## src/hdl/mem_stage_pkg.sv

```systemverilog
package mem_stage_pkg;

    typedef logic [31:0] word_t;

    // Access width (stores only use LB, LH and LW)
    typedef enum logic [2:0] {
        LT_NONE,
        LB,
        LH,
        LW,
        LBU,
        LHU
    } load_type_e;

    // Writeback source
    typedef enum logic [1:0] {
        W_SEL_ALU,
        W_SEL_DLOAD,
        W_SEL_PC4,
        W_SEL_IMM_U
    } w_sel_e;

    // One operation handed over by execute
    typedef struct packed {
        logic       dren;
        logic       dwen;
        logic       ifence;
        logic       sfence;
        load_type_e load_type;
        word_t      port_out;
        word_t      rs2_data;
        word_t      pc4;
        word_t      imm_u;
        logic [4:0] rd;
        logic       reg_write;
        w_sel_e     w_sel;
    } ex_mem_t;

    typedef struct packed {
        logic       ren;
        logic       wen;
        word_t      addr;
        logic [3:0] byte_en;
        word_t      wdata;
    } dbus_req_t;

    typedef struct packed {
        logic  busy;
        logic  error;
        word_t rdata;
    } dbus_rsp_t;

    // Bit order matches maint_rsp_t channel by channel
    typedef struct packed {
        logic icache_flush;
        logic dcache_flush;
        logic itlb_fence;
        logic dtlb_fence;
    } maint_req_t;

    typedef struct packed {
        logic iflush_done;
        logic dflush_done;
        logic itlb_done;
        logic dtlb_done;
    } maint_rsp_t;

    typedef struct packed {
        logic [4:0] rd;
        logic       reg_write;
        word_t      wdata;
        logic       mal_l;
        logic       mal_s;
        logic       fault_l;
        logic       fault_s;
    } wb_t;

endpackage

```

## src/hdl/load_extender.sv

```systemverilog
`timescale 1ns/1ps

module load_extender import mem_stage_pkg::*; (
    input  word_t      rdata,
    input  load_type_e load_type,
    input  logic [1:0] byte_offset,
    output word_t      ext_out
);

    logic [7:0]  sel_byte;
    logic [15:0] sel_half;

    // Little-endian lane pick
    assign sel_byte = rdata[8*byte_offset +: 8];
    assign sel_half = byte_offset[1] ? rdata[31:16] : rdata[15:0];

    always_comb begin
        case (load_type)
            LB:      ext_out = {{24{sel_byte[7]}}, sel_byte};
            LBU:     ext_out = {24'h0, sel_byte};
            LH:      ext_out = {{16{sel_half[15]}}, sel_half};
            LHU:     ext_out = {16'h0, sel_half};
            LW:      ext_out = rdata;
            default: ext_out = '0;
        endcase
    end

endmodule

```

## src/hdl/fence_tracker.sv

```systemverilog
`timescale 1ns/1ps

module fence_tracker #(
    parameter bit BYPASS = 1'b0
) (
    input  logic CLK,
    input  logic nRST,
    input  logic active,
    input  logic done_a,
    input  logic done_b,
    output logic pulse,
    output logic stall
);

    logic issued;
    logic seen_a;
    logic seen_b;
    logic both_seen;

    // One pulse on the first cycle the fence is held
    assign pulse     = active && !issued && !BYPASS;
    assign both_seen = seen_a && seen_b;
    assign stall     = pulse || (issued && !both_seen);

    always_ff @(posedge CLK, negedge nRST) begin
        if (!nRST) begin
            issued <= 1'b0;
            seen_a <= 1'b1;
            seen_b <= 1'b1;
        end else begin
            if (pulse) begin
                issued <= 1'b1;
            end else if (both_seen) begin
                // Fence leaves this cycle so rearm for the next one
                issued <= 1'b0;
            end

            // A done in the pulse cycle still counts
            if (done_a) begin
                seen_a <= 1'b1;
            end else if (pulse) begin
                seen_a <= 1'b0;
            end

            if (done_b) begin
                seen_b <= 1'b1;
            end else if (pulse) begin
                seen_b <= 1'b0;
            end
        end
    end

    assert property (@(posedge CLK) disable iff (!nRST)
        pulse |=> !pulse);

endmodule

```

## src/hdl/mem_stage.sv

```systemverilog
`timescale 1ns/1ps

module mem_stage import mem_stage_pkg::*; #(
    parameter int TRANSLATION_ON = 1
) (
    input  logic       CLK,
    input  logic       nRST,
    input  logic       in_valid,
    output logic       in_ready,
    input  ex_mem_t    in_op,
    output dbus_req_t  dbus_req,
    input  dbus_rsp_t  dbus_rsp,
    output maint_req_t maint_req,
    input  maint_rsp_t maint_rsp,
    output logic       wb_valid,
    output wb_t        wb
);

    ex_mem_t    op;
    logic       held;
    logic [1:0] byte_offset;
    logic       mal_addr;
    logic       bus_on;
    logic       mem_done;
    logic       cache_pulse;
    logic       cache_stall;
    logic       tlb_pulse;
    logic       tlb_stall;
    logic       leave;
    logic [3:0] byte_en;
    word_t      store_data;
    word_t      load_ext;

    // Valid tag of the ex/mem register
    always_ff @(posedge CLK, negedge nRST) begin
        if (!nRST) begin
            held <= 1'b0;
        end else if (in_valid && in_ready) begin
            held <= 1'b1;
        end else if (leave) begin
            held <= 1'b0;
        end
    end

    always_ff @(posedge CLK) begin
        if (in_valid && in_ready) begin
            op <= in_op;
        end
    end

    // Operation leaves when the bus and both fence pairs are done
    assign leave    = held && mem_done && !cache_stall && !tlb_stall;
    assign in_ready = !held || leave;
    assign wb_valid = leave;

    assign byte_offset = op.port_out[1:0];

    always_comb begin
        case (op.load_type)
            LH, LHU: mal_addr = byte_offset[0];
            LW:      mal_addr = byte_offset != 2'b00;
            default: mal_addr = 1'b0;
        endcase
    end

    always_comb begin
        case (op.load_type)
            LB, LBU: byte_en = 4'b0001 << byte_offset;
            LH, LHU: byte_en = byte_offset[1] ? 4'b1100 : 4'b0011;
            LW:      byte_en = 4'b1111;
            default: byte_en = 4'b0000;
        endcase
    end

    // Replicate the store value so every lane carries it
    always_comb begin
        case (op.load_type)
            LB:      store_data = {4{op.rs2_data[7:0]}};
            LH:      store_data = {2{op.rs2_data[15:0]}};
            LW:      store_data = op.rs2_data;
            default: store_data = '0;
        endcase
    end

    // Misaligned accesses never reach the bus
    assign bus_on   = held && (op.dren || op.dwen) && !mal_addr;
    assign mem_done = !bus_on || !dbus_rsp.busy;

    assign dbus_req.ren     = bus_on && op.dren;
    assign dbus_req.wen     = bus_on && op.dwen;
    assign dbus_req.addr    = op.port_out;
    assign dbus_req.byte_en = byte_en;
    assign dbus_req.wdata   = store_data;

    load_extender load_ext_u (
        .rdata       (dbus_rsp.rdata),
        .load_type   (op.load_type),
        .byte_offset (byte_offset),
        .ext_out     (load_ext)
    );

    fence_tracker #(
        .BYPASS (1'b0)
    ) cache_fence (
        .CLK    (CLK),
        .nRST   (nRST),
        .active (held && op.ifence),
        .done_a (maint_rsp.iflush_done),
        .done_b (maint_rsp.dflush_done),
        .pulse  (cache_pulse),
        .stall  (cache_stall)
    );

    // Without translation the TLB pair counts as done at once
    fence_tracker #(
        .BYPASS (TRANSLATION_ON == 0)
    ) tlb_fence (
        .CLK    (CLK),
        .nRST   (nRST),
        .active (held && op.sfence),
        .done_a (maint_rsp.itlb_done),
        .done_b (maint_rsp.dtlb_done),
        .pulse  (tlb_pulse),
        .stall  (tlb_stall)
    );

    assign maint_req.icache_flush = cache_pulse;
    assign maint_req.dcache_flush = cache_pulse;
    assign maint_req.itlb_fence   = tlb_pulse;
    assign maint_req.dtlb_fence   = tlb_pulse;

    always_comb begin
        wb.rd        = op.rd;
        wb.reg_write = op.reg_write && !((op.dren || op.dwen) && mal_addr);
        wb.mal_l     = op.dren && mal_addr;
        wb.mal_s     = op.dwen && mal_addr;
        wb.fault_l   = op.dren && bus_on && dbus_rsp.error;
        wb.fault_s   = op.dwen && bus_on && dbus_rsp.error;
        case (op.w_sel)
            W_SEL_DLOAD: wb.wdata = load_ext;
            W_SEL_PC4:   wb.wdata = op.pc4;
            W_SEL_IMM_U: wb.wdata = op.imm_u;
            default:     wb.wdata = op.port_out;
        endcase
    end

    // Load and store are exclusive within one operation
    assert property (@(posedge CLK) disable iff (!nRST)
        held |-> !(op.dren && op.dwen));

    // A writeback needs an op taken on the last edge or kept from before
    assert property (@(posedge CLK) disable iff (!nRST)
        wb_valid |-> $past(in_valid && in_ready) || $past(held && !leave));

endmodule

```

## config.mk

```make
export PLATFORM = sky130hd
export DESIGN_NAME = mem_stage
export DESIGN_NICKNAME = d
export VERILOG_FILES = /design/src/hdl/mem_stage_pkg.sv /design/src/hdl/load_extender.sv /design/src/hdl/fence_tracker.sv /design/src/hdl/mem_stage.sv
export SDC_FILE = /design/constraint.sdc
export NUM_CORES = 1
export LEC_CHECK = 0
export ABC_CLOCK_PERIOD_IN_PS = 12690
export CELL_PAD_IN_SITES_DETAIL_PLACEMENT = 2
export CELL_PAD_IN_SITES_GLOBAL_PLACEMENT = 2
export CORE_AREA = 2 2 144 146
export CTS_BUF_LIST = sky130_fd_sc_hd__clkbuf_4 sky130_fd_sc_hd__clkbuf_8
export DETAILED_ROUTE_END_ITERATION = 10
export DIE_AREA = 0 0 146 148
export DONT_BUFFER_PORTS = 1
export HOLD_SLACK_MARGIN = 0.15
export MAX_ROUTING_LAYER = met4
export PLACE_DENSITY_LB_ADDON = 0.1
export SETUP_SLACK_MARGIN = 0.3
export SKIP_CTS_REPAIR_TIMING = 1
export SLEW_MARGIN = 25
export SYNTH_ARGS = -nofsm -noshare
export SYNTH_HDL_FRONTEND = slang
export SYNTH_HIERARCHICAL = 1
export SYNTH_SLANG_ARGS = --single-unit
```

## constraint.sdc

```tcl
create_clock -name CLK -period 12.69 [get_ports CLK]
set_input_delay 3.807 -clock CLK [delete_from_list [all_inputs] [get_ports CLK]]
set_output_delay 3.807 -clock CLK [all_outputs]
set_load 0.02 [all_outputs]
```

==> results.cfg <==
[outcome]
status = finished clean

[logic_synthesis]
netlist_top_cells_area = edfxtp_1 (57%), mux4_2 (9.9%), buf_4 (4.5%)
synth_edf_count = 143
yosys.area.top_type = edfxtp_1
synth_warnings = 6
avgSynthCellArea_um2 = 14.3
syn_nets = 708
synthCells = 524
yosysUniqueCellTypes = 51
seq_area_frac_synth = 0.597
synthFlopType = edfxtp_1
netlist_area_um2 = 7500
synthArstFlopShare = 0.0467
synth_seq_cells = 150
yosys.area.top_type_share = 0.573

[global_route]
antenna_found_initial = 0
grt_max_degree = 79
grt-ovfl-total = 0
grt_pass1_wl_um = 30600
track_usage = 0.199
grt_pass1_vias = 4769

[route]
drc_errors = 0
ant_nets = 0
drtPass1Iterations = 4
finalWirelength_um = 20900
vias = 4286
via_per_inst = 5.66
wl_per_cell_um = 27.7
drtIter0Drc = 266

[power]
swShare = 0.416
p_comb_frac = 0.350
pwr-share-clk = 0.210
leakage_nw = 2.56
p_sw_uw = 786
vdd_drop_max_uv = 108
p_int_mw = 1.10
seqPwrFrac = 0.439
p_per_area_nw_per_um2 = 241

[floorplan]
fp.dieArea_um2 = 21600
num_rows = 52
die_h_um = 148
io_pins = 302
core_um2 = 20000
initial_utilization = 0.374
fp.dieW_um = 146

[timing]
min_period_over_period = 0.745
worstMarginPinSlew_ns = 1.05
finalSetupTns_ns = 0
hold_violations = 0
rsz0062_at_grt = false
maxSlewHeadroom = 0.296
slew_violations = 0
period_needed_ns = 9.45
max_freq_ghz = 0.106
setup_viol = 0
clock_skew_ns = 0.0143

[cells_and_area]
area_growth_pct = 4.59
fin_area_um2 = 7840
fin_nets = 658
drive_above_1_share = 0.216
n_antenna_cell = 0

[clocking]
cts_root_buffer = clkbuf_8
h-tree-depth = 4
worstSkewPairLatency_ns = 0.46
cts_made_buffers = 17
clock_path_buffers = 2
clkTransAtPathRegs_ns = 0.09
cts_tree = yes
cts.sinks = 150

[placement]
gp_congestion = 0.759
dpl-instance-area_um2 = 7400
dp.final_hpwl_um = 15300
port_buffers = 0

[critical_path]
r2r_slack_ns = 9.72
regToRegStartpoint = op[137]
cp-end-kind = output pin
crit_required_ns = 8.88
path_class = in2out
rr_endpoint = op[58]
r2r_cells = 5
crit_path_start_kind = input pin
cp.arrival_ns = 5.64
critical_path.max_fanout = 17

[min_path]
holdPathStages = 1
hold_path_end = cache_fence/issued
hp-start = cache_fence/issued
hold_path_class = reg2reg

[run]
max-cap-violations = 0
cells in the final DEF, fill, tap and decap left out, types with 2 or more instances in the layout:
master,n
dfrtp_1,3
o21ai_1,11
a21o_1,4
mux2_2,9
nand2b_1,6
and2_1,12
o211ai_1,10
nor2b_1,17
nor2_1,34
mux2i_1,20
inv_6,2
dfstp_2,4
a21oi_2,10
a211o_1,2
buf_4,7
clkinv_8,5
a22oi_1,17
inv_8,6
a221o_1,6
o21ai_0,10
a31oi_1,5
clkbuf_8,17
o2bb2ai_1,9
nand3b_1,2
nand2b_4,2
edfxtp_1,143
nand2_1,13
mux4_2,33
inv_1,6
nand3_1,4
a211oi_1,8
a21oi_1,26
metal layers:
metal	track usage	routed length, um	up-vias	part of all wire
met3	0.0793	1790	25	0.085
li1	-	-	1895	-
met1	0.211	7850	2176	0.37
met4	0.0636	363	0	0.017
met5	-	0	-	0
met2	0.343	11000	190	0.52
cells by family (layout without fill, tap and decap cells):
group / Yosys count / after routing / synth area share
simple gates: 102 / 102 / 0.0753
buf+inv: 84 / 47 / 0.0718
compound gates: 123 / 123 / 0.113
xor+xnor: 1 / 1 / 0.00117
flops: 150 / 150 / 0.597
mux: 62 / 62 / 0.139
fa+ha+maj: 2 / 2 / 0.00284
Yosys cell counts (6+ instances only):
cell,n
nand2b_1,6
nor2_1,34
o21ai_1,11
a21oi_2,10
mux2_2,9
edfxtp_1,143
mux4_2,33
mux2i_1,20
and2_1,12
a22oi_1,17
buf_2,7
o21ai_0,10
a221o_1,6
a211oi_1,9
clkbuf_1,16
o2bb2ai_1,9
nand2_1,13
buf_6,6
inv_1,6
o211ai_1,10
a21oi_1,26
buf_4,45
nor2b_1,18
worst max-delay path, cell delays in order:
cell      delay [ns]
mux4_2          0.22
nor2b_2         0.80
a22oi_1         0.21
o211ai_1        0.22
mux4_2          0.38
metrics by stage:
stage	hold WS (ns)	std cells	power, mW	utilization	worst slack, ns
6_report	0.523	757	1.89	0.391	3.24
5_1_grt	0.549	757	1.99	0.391	3.09
4_1_cts	0.531	757	1.92	0.391	3.25
3_5_place_dp	0.517	725	1.51	0.369	3.22
3_3_place_gp	0.491	725	1.49	0.369	3.29
2_1_floorplan	0.476	524	1.44	-	2.33
power groups by stage:
stage	clock [mW]	sequential [mW]	combinational, mW
finish	0.397	0.830	0.662
global route	0.432	0.846	0.716
CTS	0.413	0.834	0.671
detailed placement	0	0.845	0.669
global placement	0	0.833	0.654
floorplan	0	0.808	0.634
state kept, by name, indices dropped and copies added, names as in the netlist:
register / cells
op: 106
dbus_req: 32
wb: 5
cache_fence/issued: 1
cache_fence/seen_a: 1
cache_fence/seen_b: 1
held: 1
tlb_fence/issued: 1
tlb_fence/seen_a: 1
tlb_fence/seen_b: 1
how the worst max path moves through the flow:
stage / start / endpoint / cells after the start
detailed placement: dbus_rsp[23] / wb[11] / 5
floorplan: dbus_rsp[33] / dbus_req[36] / 2
CTS: dbus_rsp[23] / wb[11] / 5
global route: dbus_rsp[23] / wb[11] / 5
global placement: dbus_rsp[31] / wb[11] / 5
finish: dbus_rsp[23] / wb[11] / 5
area by class of cell:
cell class                 count  area (um^2)
fill                        1995        12200
sequential                   150         4470
multi-input combinational    290         2500
tap                          270          338
clock buffer                  17          234
clock inverter                15          205
timing repair buffer           8         63.8
inverter                       7         26.3
No activity file was read; power rests on OpenSTA's default activity.
