**src/hdl/mem_stage_pkg.sv**
```systemverilog
package mem_stage_pkg;

    typedef logic [31:0] word_t;

    // Access width (stores only use LB, LH and LW)
    typedef enum logic [2:0] {
        LT_NONE,
        LB,
        LH,
        LW,
        LBU,
        LHU
    } load_type_e;

    // Writeback source
    typedef enum logic [1:0] {
        W_SEL_ALU,
        W_SEL_DLOAD,
        W_SEL_PC4,
        W_SEL_IMM_U
    } w_sel_e;

    // One operation handed over by execute
    typedef struct packed {
        logic       dren;
        logic       dwen;
        logic       ifence;
        logic       sfence;
        load_type_e load_type;
        word_t      port_out;
        word_t      rs2_data;
        word_t      pc4;
        word_t      imm_u;
        logic [4:0] rd;
        logic       reg_write;
        w_sel_e     w_sel;
    } ex_mem_t;

    typedef struct packed {
        logic       ren;
        logic       wen;
        word_t      addr;
        logic [3:0] byte_en;
        word_t      wdata;
    } dbus_req_t;

    typedef struct packed {
        logic  busy;
        logic  error;
        word_t rdata;
    } dbus_rsp_t;

    // Bit order matches maint_rsp_t channel by channel
    typedef struct packed {
        logic icache_flush;
        logic dcache_flush;
        logic itlb_fence;
        logic dtlb_fence;
    } maint_req_t;

    typedef struct packed {
        logic iflush_done;
        logic dflush_done;
        logic itlb_done;
        logic dtlb_done;
    } maint_rsp_t;

    typedef struct packed {
        logic [4:0] rd;
        logic       reg_write;
        word_t      wdata;
        logic       mal_l;
        logic       mal_s;
        logic       fault_l;
        logic       fault_s;
    } wb_t;

endpackage

```
**src/hdl/maint_engine.sv**
```systemverilog
`timescale 1ns/1ps

module maint_engine import mem_stage_pkg::*; #(
    parameter int MAINT_CYCLES = 5
) (
    input  logic       CLK,
    input  logic       nRST,
    input  maint_req_t req,
    output maint_rsp_t rsp
);

    localparam int CW = $clog2(MAINT_CYCLES + 1);

    logic [3:0] start;
    logic [3:0] done;

    // Request and done bits share positions
    assign start = req;
    assign rsp   = maint_rsp_t'(done);

    for (genvar ch = 0; ch < 4; ch++) begin : g_chan
        logic [CW-1:0] count;
        logic          running;

        // Done lands MAINT_CYCLES cycles after the pulse
        assign done[ch] = running && (count == '0);

        always_ff @(posedge CLK, negedge nRST) begin
            if (!nRST) begin
                running <= 1'b0;
                count   <= '0;
            end else if (start[ch]) begin
                running <= 1'b1;
                count   <= CW'(MAINT_CYCLES - 1);
            end else if (done[ch]) begin
                running <= 1'b0;
            end else if (running) begin
                count <= count - 1'b1;
            end
        end

        assert property (@(posedge CLK) disable iff (!nRST)
            start[ch] |-> !running || done[ch]);
    end

endmodule

```
**config.mk**
```make
export PLATFORM = sky130hd
export DESIGN_NAME = maint_engine
export DESIGN_NICKNAME = d
export VERILOG_FILES = /design/src/hdl/mem_stage_pkg.sv /design/src/hdl/maint_engine.sv
export SDC_FILE = /design/constraint.sdc
export NUM_CORES = 1
export LEC_CHECK = 0
export BUFFER_PORTS_ARGS = -buffer_cell sky130_fd_sc_hd__buf_2
export CAP_MARGIN = 20
export CORE_MARGIN = 2
export CORE_UTILIZATION = 50
export DETAILED_ROUTE_END_ITERATION = 8
export HOLD_SLACK_MARGIN = 0.15
export PLACE_DENSITY_LB_ADDON = 0.15
export SLEW_MARGIN = 20
export SYNTH_ARGS = -nofsm -noshare
export SYNTH_HDL_FRONTEND = slang
export SYNTH_SLANG_ARGS = --single-unit
```
**constraint.sdc**
```tcl
create_clock -name CLK -period 1.2 [get_ports CLK]
set_clock_uncertainty 0.05 [all_clocks]
set_input_delay 0 -clock CLK [delete_from_list [all_inputs] [get_ports CLK]]
set_output_delay 0 -clock CLK [all_outputs]
set_load 0.005 [all_outputs]
```
==> summary.txt, run 1 <==
Run status
  • Status: complete, but fails checks
  • Failing checks: setup timing

Critical path
  • Crit Path Max Fanout: 3
  • FF-to-FF path depth: 4
  • Setup crit end kind: primary output
  • Endpoint of the worst register-to-register path: g_chan[2].count[0]$_DFFE_PN0P_
  • Critical Path Sink: rsp[0]
  • RR Startpoint: g_chan[2].count[0]$_DFFE_PN0P_
  • R2r setup slk: -0.05 ns
  • Crit path DAT: 1.25 ns
  • Required @ worst endpoint: 1.15 ns
  • Setup CP Type: register to primary output
  • CP Launch Type: register
  • Critical path launch point: g_chan[0].count[0]$_DFFE_PN0P_

Global route
  • Total grt overflow: 0
  • Largest net degree at the start of global routing: 17
  • Initial antenna violation count: 0
  • First-pass GRT wire length: 2470 um
  • Vias in the first global route: 629
  • Grt met1 use: 20.25%
  • GR Layer Usage met3: 3.571%
  • GRT Total Usage: 16.28%
  • Grt peak-use layer: met2
  • Met2 GRT Util: 27.78%

Detailed routing
  • Via count: 701
  • Detail Route Antenna Nets: 0
  • Drt first pass iters: 4
  • WL per Instance: 13.52 um
  • # DRC: 0
  • 1st-iter DRT viols: 7
  • Via density: 5.311
  • Final wirelength: 1785 um

STA
  • Period utilization: 108.4%
  • Worst-Margin Slew: 0.3542 ns
  • Minimum clock period: 1.301 ns
  • Relative slew slack: 76.39%
  • Setup ws final: -0.1008 ns
  • RSZ-0062 raised after global routing: true
  • Hold Slack: 0.4210 ns
  • Fin. Hold Viols: 0
  • Setup TNS: -0.3950 ns
  • Upper clock frequency limit: 768.8 MHz
  • Final setup fails: 9
  • Final slew viol count: 0

Run
  • # Max-Cap Violations: 0

Logic synthesis
  • Post-synth EDFFs: 0
  • Asr flop ratio synth: 100.0%
  • Synth warn: 0
  • Synthesized flop and latch total: 16
  • Mapped Cells: 83
  • Synthesized area per cell: 10.58 um2
  • Yosys cell types: 27
  • Mapped cell area: 878.3 um2
  • Seq/Total Area, Yosys: 45.58%
  • Most used DFF post-synth: dfrtp_1
  • Post-Syn Nets: 97

Finish
  • Area growth, synth to finish: 47.86%
  • Fin cells: 132
  • Final Core Density: 76.89%
  • Layout cell share with drive strength beyond 1: 55.65%
  • Sequential cell area: 400.4 um2
  • Commonest non-fill, non-tap cells in the layout: dfrtp_1, nor2_1, buf_4
  • Antenna fix cells: 0
  • Fillers: 109
  • Nets: 130
  • Commonest non-fill, non-tap cell in the layout: dfrtp_1
  • Area of the multi-input gates: 571.8 um2

Placement
  • Number of placed cells counting well taps: 114
  • Number of port buffers: 9
  • RePlAce Congestion: 0.7517
  • Final HPWL DP: 1020 um

Min path
  • Worst Hold Depth: 3
  • Min-Delay Path Class: input port to register

Clock network
  • CTS max path bufs: 2
  • Clk_lat worst skew: 0.28 ns
  • Clock transition at path regs: 0.10 ns
  • Clock Sinks: 16
  • CTS buffer count: 3
  • CTS tree: done
  • H-tree depth: 1
  • Clock root cell: clkbuf_4

Floorplanning
  • CORE AREA: 1689 um2
  • # rows: 15
  • Initial core utilization: 52.00%
  • Die area: 2108 um2
  • DIE HEIGHT: 45.91 um
  • Die Wd: 45.91 um
  • I/O pin count: 10

Pwr
  • Tot Pwr: 3.317 mW
  • Peak VDD IR: 1328 uV
  • Leakage: 0.6175 nW
  • Pwr/cell area: 2554 nW/um2
## cell usage after synthesis (2+ instances only)
cell / count / area share [%]
a211oi_1: 2 / 1.7
inv_1: 12 / 5.1
nand2b_4: 3 / 4.7
a21oi_1: 2 / 1.1
a211o_1: 3 / 3.0
ha_1: 8 / 11
nor2_1: 10 / 4.3
nand2_1: 4 / 1.7
a21oi_2: 2 / 2.0
a31o_2: 2 / 2.0
nor3_1: 3 / 1.7
dfrtp_1: 16 / 46
mux2_2: 2 / 2.6
## metrics by stage
step | worst slack, ns | instance area, um2
6_report | -0.1008 | 1299
5_1_grt | -0.1735 | 1299
4_1_cts | -0.1143 | 1167
3_5_place_dp | -0.06455 | 1022
3_3_place_gp | -0.05123 | 1022
2_1_floorplan | -0.0008283 | 918.4
## worst min path at each step
stage                     slack (ns)  startpoint                             end
after floorplan                -0.35        nRST  g_chan[0].count[0]$_DFFE_PN0P_
after global placement         -0.12        nRST  g_chan[2].count[0]$_DFFE_PN0P_
after detailed placement       -0.12        nRST  g_chan[1].count[2]$_DFFE_PN0P_
after CTS                       0.41      req[0]  g_chan[0].count[1]$_DFFE_PN0P_
after global routing            0.42      req[0]  g_chan[0].count[1]$_DFFE_PN0P_
final                           0.42      req[0]  g_chan[0].count[1]$_DFFE_PN0P_
## report_power, final
| group | switching, mW | internal, mW |
|---|---|---|
| logic | 0.843 | 1.14 |
| registers | 0.220 | 0.766 |
| clock network | 0.162 | 0.184 |
| total | 1.22 | 2.09 |
## what timing repair did
action,4_1_cts,5_1_grt
endpoints found under the hold margin,32,0
resized for setup,13,18
pin swaps,3,8
buffers inserted,2,6
setup endpoints to repair,13,16
hold buffers,6,0
## cells by family (layout without fill, tap and decap cells)
family	after synthesis	after routing	synth area share [%]
simple gates	26	26	16.81
compound gates	19	19	18.52
flops	16	16	45.58
buf+inv	12	44	5.128
fa+ha+maj	8	8	11.40
mux	2	2	2.564
## state kept, by name, summed over array words and instances (netlist names)
signal / count
g_chan.count: 12
g_chan.running: 4
## final cells by class
class | instances | share of cell area (%)
multi-input cells | 55 | 44.03
inverters | 12 | 3.468
clock buffers | 4 | 2.794
repair buffers | 28 | 17.24
flip-flops and latches | 16 | 30.83
well taps | 17 | 1.638
## critical path, stage by stage (launching register included)
cell and delay [ns]:
dfrtp_1 0.40, inv_2 0.08, ha_4 0.14, nand2b_4 0.06
buf_6 0.11, nor2_1 0.06, buf_2 0.11
## layer usage
layer | up-vias | wire length, um
li1 | 347 | -
met1 | 334 | 741
met5 | - | 0
met2 | 16 | 965
met4 | 0 | 23
met3 | 4 | 54
No activity file was read; power rests on OpenSTA's default activity.
==> inputs of run 2 (changes only) <==
--- a/config.mk
+++ b/config.mk
@@ -5,10 +5,11 @@
 export SDC_FILE = /design/constraint.sdc
 export NUM_CORES = 1
 export LEC_CHECK = 0
+export ABC_AREA = 1
 export BUFFER_PORTS_ARGS = -buffer_cell sky130_fd_sc_hd__buf_2
 export CAP_MARGIN = 20
 export CORE_MARGIN = 2
-export CORE_UTILIZATION = 50
+export CORE_UTILIZATION = 51
 export DETAILED_ROUTE_END_ITERATION = 8
 export HOLD_SLACK_MARGIN = 0.15
 export PLACE_DENSITY_LB_ADDON = 0.15
==> run 2 against run 1 <==
Effect of this change:
- the flow still finishes with violations (setup timing)
- non-clock buffer count up 2
- final cell count increased by 33%
- fmax rose by 7.0%
- core utilization increased by 2.7 points
- combinational power grew 4%
- hold slack improved by 0.032 ns
- die area is 9.0% higher
- total power up 2.6%
- global-route usage increased by 1.4 points
- critical path type unchanged
- design area rose by 8.1%
- synthesized cell count up 40%
- clock power increased by 2%
==> summary.txt, run 2 <==
Run status
  • Status: complete, but fails checks
  • Failing checks: setup timing

Global route
  • Largest net degree at the start of global routing: 17
  • First-pass GRT wire length: 2773 um
  • Total grt overflow: 0
  • Initial antenna violation count: 0
  • GRT Total Usage: 17.72%
  • Vias in the first global route: 707

STA
  • Final setup fails: 2
  • Minimum clock period: 1.216 ns
  • Relative slew slack: 76.83%
  • Upper clock frequency limit: 822.7 MHz
  • Period utilization: 101.3%
  • Worst-Margin Slew: 0.3476 ns
  • RSZ-0062 raised after global routing: true
  • Setup ws final: -0.01558 ns
  • Fin. Hold Viols: 0
  • Final slew viol count: 0

Logic synthesis
  • Top cells by count, synth: nand2_1, inv_1, nand3_1, dfrtp_1, nand2_4
  • Asr flop ratio synth: 100.0%
  • Most used DFF post-synth: dfrtp_1
  • Post-Syn Nets: 130
  • Mapped cell area: 984.7 um2
  • Synthesized area per cell: 8.489 um2
  • Yosys cell types: 11
  • Mapped Cells: 116
  • Count leader, synth: nand2_1
  • Synthesized flop and latch total: 16
  • Leading area contributor after synthesis: dfrtp_1
  • Top cells by area, synth: dfrtp_1, nand2_4, ha_1
  • Share of the synthesized area in the top cell type: 40.66%
  • Synth warn: 0
  • Post-synth EDFFs: 0
  • Seq/Total Area, Yosys: 40.66%

Floorplanning
  • I/O pin count: 10
  • # rows: 15
  • Die area: 2298 um2
  • CORE AREA: 1764 um2
  • Die Wd: 47.94 um
  • Initial core utilization: 55.82%
  • DIE HEIGHT: 47.94 um

Critical path
  • Required @ worst endpoint: 1.15 ns
  • Critical Path Sink: rsp[1]
  • Crit Path Max Fanout: 2
  • Critical path launch point: g_chan[1].count[0]$_DFFE_PN0P_
  • Setup CP Type: register to primary output
  • Endpoint of the worst register-to-register path: g_chan[3].count[2]$_DFFE_PN0P_
  • FF-to-FF path depth: 8
  • RR Startpoint: g_chan[3].count[1]$_DFFE_PN0P_
  • Setup crit end kind: primary output
  • CP Launch Type: register
  • Crit path DAT: 1.17 ns
  • R2r setup slk: 0.01 ns

Placement
  • Number of port buffers: 9
  • RePlAce Congestion: 0.7783
  • Placed Instance Area: 1061 um2
  • Final HPWL DP: 1172 um

Detailed routing
  • Via count: 827
  • 1st-iter DRT viols: 16
  • # DRC: 0
  • Drt first pass iters: 4
  • WL per Instance: 10.99 um
  • Via density: 4.726
  • Final wirelength: 1923 um
  • Detail Route Antenna Nets: 0

Finish
  • Sequential cell area: 400.4 um2
  • Commonest non-fill, non-tap cell in the layout: nand2_1
  • Antenna fix cells: 0
  • Area of the multi-input gates: 600.6 um2
  • Layout cell share with drive strength beyond 1: 48.00%
  • Fillers: 121
  • Largest register by flop count: g_chan.count
  • Area growth, synth to finish: 42.57%
  • Commonest non-fill, non-tap cells in the layout: nand2_1, dfrtp_1, inv_2, nand3_1
  • Largest regs: g_chan.count: 12 flops, g_chan.running: 4 flops
  • Fin area: 1404 um2
  • Nets: 165
  • Max reg flops: 12

Pwr
  • Leakage: 0.7649 nW
  • Tot Pwr: 3.403 mW
  • Peak VDD IR: 1341 uV
  • Pwr/cell area: 2424 nW/um2

Clock network
  • H-tree depth: 1
  • Clock transition at path regs: 0.09 ns
  • CTS buffer count: 3
  • Clk_lat worst skew: 0.28 ns
  • Clock root cell: clkbuf_4
  • CTS tree: done
  • CTS max path bufs: 2
  • Clock Sinks: 16

Min path
  • Min-Delay Path Class: input port to register

Run
  • # Max-Cap Violations: 0
[run 2: cell count changes after synthesis, sizes merged, moves of 3 or more]
cell and delta:
a211o -3, nand2 +32, nand4 +7, nand3 +16
nor3 -3, a21oi -4, a211oi -3, nor2 -5
inv +15, nand2b -4
[run 2: report_power, final]
part	internal (mW)	switching, mW	leakage, nW	total, mW
clock network	0.185	0.170	0.0210	0.354
registers	0.764	0.217	0.186	0.981
logic	0.990	1.08	0.558	2.07
[run 2: logic make-up after synthesis]
group / count (synthesis) / share of synthesized area [%]
buffers and inverters: 27 / 10.80
AND/OR/NAND/NOR: 65 / 38.37
flip-flops: 16 / 40.66
adder cells (fa/ha/maj): 8 / 10.17
[run 2: critical path: stages, from the launching register on]
cell     delay [ns]
dfrtp_1        0.40
inv_2          0.09
ha_4           0.14
nand2_4        0.04
nor2_1         0.08
buf_2          0.12
[run 2: worst min-delay path by stage]
stage / endpoint / startpoint / depth (start not counted)
after global placement: g_chan[3].count[0]$_DFFE_PN0P_ / nRST / 1
after floorplan: g_chan[0].count[0]$_DFFE_PN0P_ / nRST / 0
after CTS: g_chan[1].running$_DFFE_PN0P_ / req[1] / 4
final: g_chan[3].running$_DFFE_PN0P_ / req[3] / 4
after global routing: g_chan[2].running$_DFFE_PN0P_ / req[2] / 4
after detailed placement: g_chan[3].count[0]$_DFFE_PN0P_ / nRST / 1
[run 2: what timing repair did]
action,in CTS,in global routing
buffers inserted,9,6
endpoints found under the hold margin,32,0
gates resized for setup,17,16
pin swaps,13,10
endpoints found under the setup margin,4,8
hold buffers,6,0
[run 2: per-stage QoR]
step	cells	util (%)	hold WS (ns)	setup TNS, ns	setup slack, ns
after CTS	169	72.41	0.4361	-0.009713	-0.007341
final	175	79.57	0.4526	-0.01614	-0.01558
after global placement	150	60.14	-0.1268	0	0.09985
after global routing	175	79.57	0.4537	-0.4505	-0.08280
after detailed placement	150	60.14	-0.1188	0	0.06807
after floorplan	116	-	-0.3456	0	0.1444
[run 2: routing by layer]
layer	vias to the layer above	share of wire [%]	GRT usage [%]
li1	431	-	-
met1	383	45	20.38
met2	11	53	31.47
met3	2	2.0	4.528
met4	0	0.62	6.486
met5	-	0	0
[run 2: cell type report]
cell class / count / area share, %
multi-input cells: 73 / 42.78
inverters: 27 / 7.576
flip-flops and latches: 16 / 28.52
repair buffers: 30 / 16.31
clock buffers: 4 / 2.585
well taps: 25 / 2.228
==> inputs of run 3 (changes only) <==
--- a/config.mk
+++ b/config.mk
@@ -11,6 +11,7 @@
 export CORE_MARGIN = 2
 export CORE_UTILIZATION = 51
 export DETAILED_ROUTE_END_ITERATION = 8
+export GPL_TIMING_DRIVEN = 0
 export HOLD_SLACK_MARGIN = 0.15
 export PLACE_DENSITY_LB_ADDON = 0.15
 export SLEW_MARGIN = 20
==> run 3 against run 2 <==
Effect of this change:
- the flow still finishes with violations (setup timing)
- register-to-register slack about the same
- sequential share of layout area increased by 0.78 points
- combinational power decreased by 2%
- clock power decreased by 24%
- sequential cell count unchanged
- final cell count decreased by 1.1%
- wire length decreased by 4.3%
- hold slack got worse by 0.0028 ns
==> summary.txt, run 3 (synthesized netlist as in run 2, its figures left out) <==
Clock network
  • Clock Sinks: 16
  • Clk_lat worst skew: 0.28 ns
  • Clock root cell: clkbuf_4
  • CTS max path bufs: 2
  • H-tree depth: 1
  • CTS buffer count: 3
  • CTS tree: done
  • Clock transition at path regs: 0.08 ns

Min path
  • Min-Delay Path Class: input port to register
  • Hold path start: req[1]

Critical path
  • Crit path DAT: 1.15 ns
  • Setup CP Type: register to primary output
  • Critical path launch point: g_chan[3].count[0]$_DFFE_PN0P_
  • Required @ worst endpoint: 1.15 ns
  • Crit path buf inv count: 2
  • Critical path cell sequence: inv_2 -> ha_4 -> nand2_4 -> nor2_1 -> buf_2
  • Max stage delay on crit path: 0.41 ns
  • CP Launch Type: register
  • RR Startpoint: g_chan[0].count[0]$_DFFE_PN0P_
  • CP top delay family: flip-flops
  • Crit Path Max Fanout: 3
  • Crit-path slowest cell: dfrtp_1
  • Setup crit end kind: primary output

Floorplanning
  • I/O pin count: 10
  • Die area: 2298 um2
  • Initial core utilization: 55.82%
  • CORE AREA: 1764 um2
  • DIE HEIGHT: 47.94 um
  • # rows: 15
  • Die Wd: 47.94 um

STA
  • Relative slew slack: 77.01%
  • RSZ-0062 raised after global routing: true
  • Final setup fails: 3
  • Period utilization: 100.4%
  • Hold Slack: 0.4498 ns
  • Upper clock frequency limit: 829.9 MHz
  • Fin. Hold Viols: 0
  • Worst-Margin Slew: 0.3448 ns
  • Setup ws final: -0.004970 ns
  • Final slew viol count: 0
  • Minimum clock period: 1.205 ns

Pwr
  • Tot Pwr: 3.268 mW
  • Pwr/cell area: 2392 nW/um2
  • Peak VDD IR: 1445 uV
  • Leakage: 0.7509 nW

Placement
  • RePlAce Congestion: 0.7164
  • Final HPWL DP: 1167 um
  • Number of port buffers: 9

Global route
  • Total grt overflow: 0
  • Largest net degree at the start of global routing: 17
  • First-pass GRT wire length: 2670 um
  • Vias in the first global route: 676
  • Initial antenna violation count: 0
  • GRT Total Usage: 17.49%

Run status
  • Status: complete, but fails checks
  • Failing checks: setup timing

Detailed routing
  • WL per Instance: 10.64 um
  • # DRC: 0
  • Final wirelength: 1840 um
  • Drt first pass iters: 4
  • Detail Route Antenna Nets: 0
  • Via density: 4.728
  • 1st-iter DRT viols: 6
  • Via count: 818

Finish
  • Layout cell share with drive strength beyond 1: 45.27%
  • Final Core Density: 77.45%
  • Largest regs: g_chan.count: 12 flops, g_chan.running: 4 flops
  • Nets: 164
  • Commonest non-fill, non-tap cells in the layout: nand2_1, dfrtp_1, nand3_1
  • Commonest non-fill, non-tap cell in the layout: nand2_1
  • Antenna fix cells: 0
  • Largest register by flop count: g_chan.count
  • Area growth, synth to finish: 38.75%
  • Max reg flops: 12

Run
  • # Max-Cap Violations: 0
-- run 3: changes by cell type in the layout (fill, tap and decap cells not counted), sizes merged --
cell	change
clkbuf	-1
buf	-1
-- run 3: worst register-to-register path, cell delays in order (launching register included) --
cell     delay [ns]
dfrtp_1        0.39
inv_2          0.10
ha_4           0.14
nand2_4        0.04
buf_4          0.14
nand2_4        0.07
nand2_4        0.05
nand2_1        0.05
nand2_1        0.05
-- run 3: worst paths after layout --
check | to | slack [ns] | cells past startpoint
min in group asynchronous | g_chan[3].count[2]$_DFFE_PN0P_ | 0.63 | 3
min | g_chan[1].running$_DFFE_PN0P_ | 0.45 | 4
max in group asynchronous | g_chan[0].running$_DFFE_PN0P_ | 0.22 | 3
max | rsp[3] | -0.005 | 5
min reg2reg | g_chan[1].count[0]$_DFFE_PN0P_ | 0.47 | 2
max reg2reg | g_chan[0].count[2]$_DFFE_PN0P_ | 0.01 | 8
-- run 3: what timing repair did --
action | CTS | global route
pin swaps | 12 | 8
setup endpoints to repair | 4 | 9
hold buffers | 6 | 0
endpoints found under the hold margin | 32 | 0
buffers inserted | 10 | 4
gates resized for setup | 16 | 14
-- run 3: cell type report --
| type | count | area, um2 |
|---|---|---|
| clock buffer | 3 | 22.52 |
| fill | 115 | 397.9 |
| inverter | 27 | 106.4 |
| multi-input combinational | 73 | 580.6 |
| sequential | 16 | 400.4 |
| tap | 25 | 31.28 |
| timing repair buffer | 29 | 225.2 |
-- run 3: stage by stage --
| stage | TNS, ns | std cells | setup WS [ns] | cell area [um2] |
|---|---|---|---|---|
| 3_3_place_gp | 0 | 150 | 0.09111 | 1061 |
| 5_1_grt | -0.4488 | 173 | -0.08503 | 1366 |
| 6_report | -0.007077 | 173 | -0.004970 | 1366 |
| 2_1_floorplan | 0 | 116 | 0.1444 | 984.7 |
| 3_5_place_dp | 0 | 150 | 0.05607 | 1061 |
| 4_1_cts | -0.01150 | 169 | -0.005671 | 1269 |
-- run 3: layer usage --
metal | vias to the layer above | GRT usage [%] | part of all wire [%]
met3 | 2 | 4.528 | 1.8
met4 | 0 | 8.108 | 0.54
li1 | 430 | - | -
met5 | - | 0 | 0
met2 | 12 | 30.40 | 52
met1 | 374 | 20.00 | 45
-- run 3: power by group --
group | internal (mW) | switching [mW] | total (mW) | leakage [nW]
sequential | 0.765 | 0.215 | 0.981 | 0.186
clock | 0.116 | 0.153 | 0.269 | 0.0138
combinational | 0.966 | 1.05 | 2.02 | 0.551
total | 1.85 | 1.42 | 3.27 | 0.751
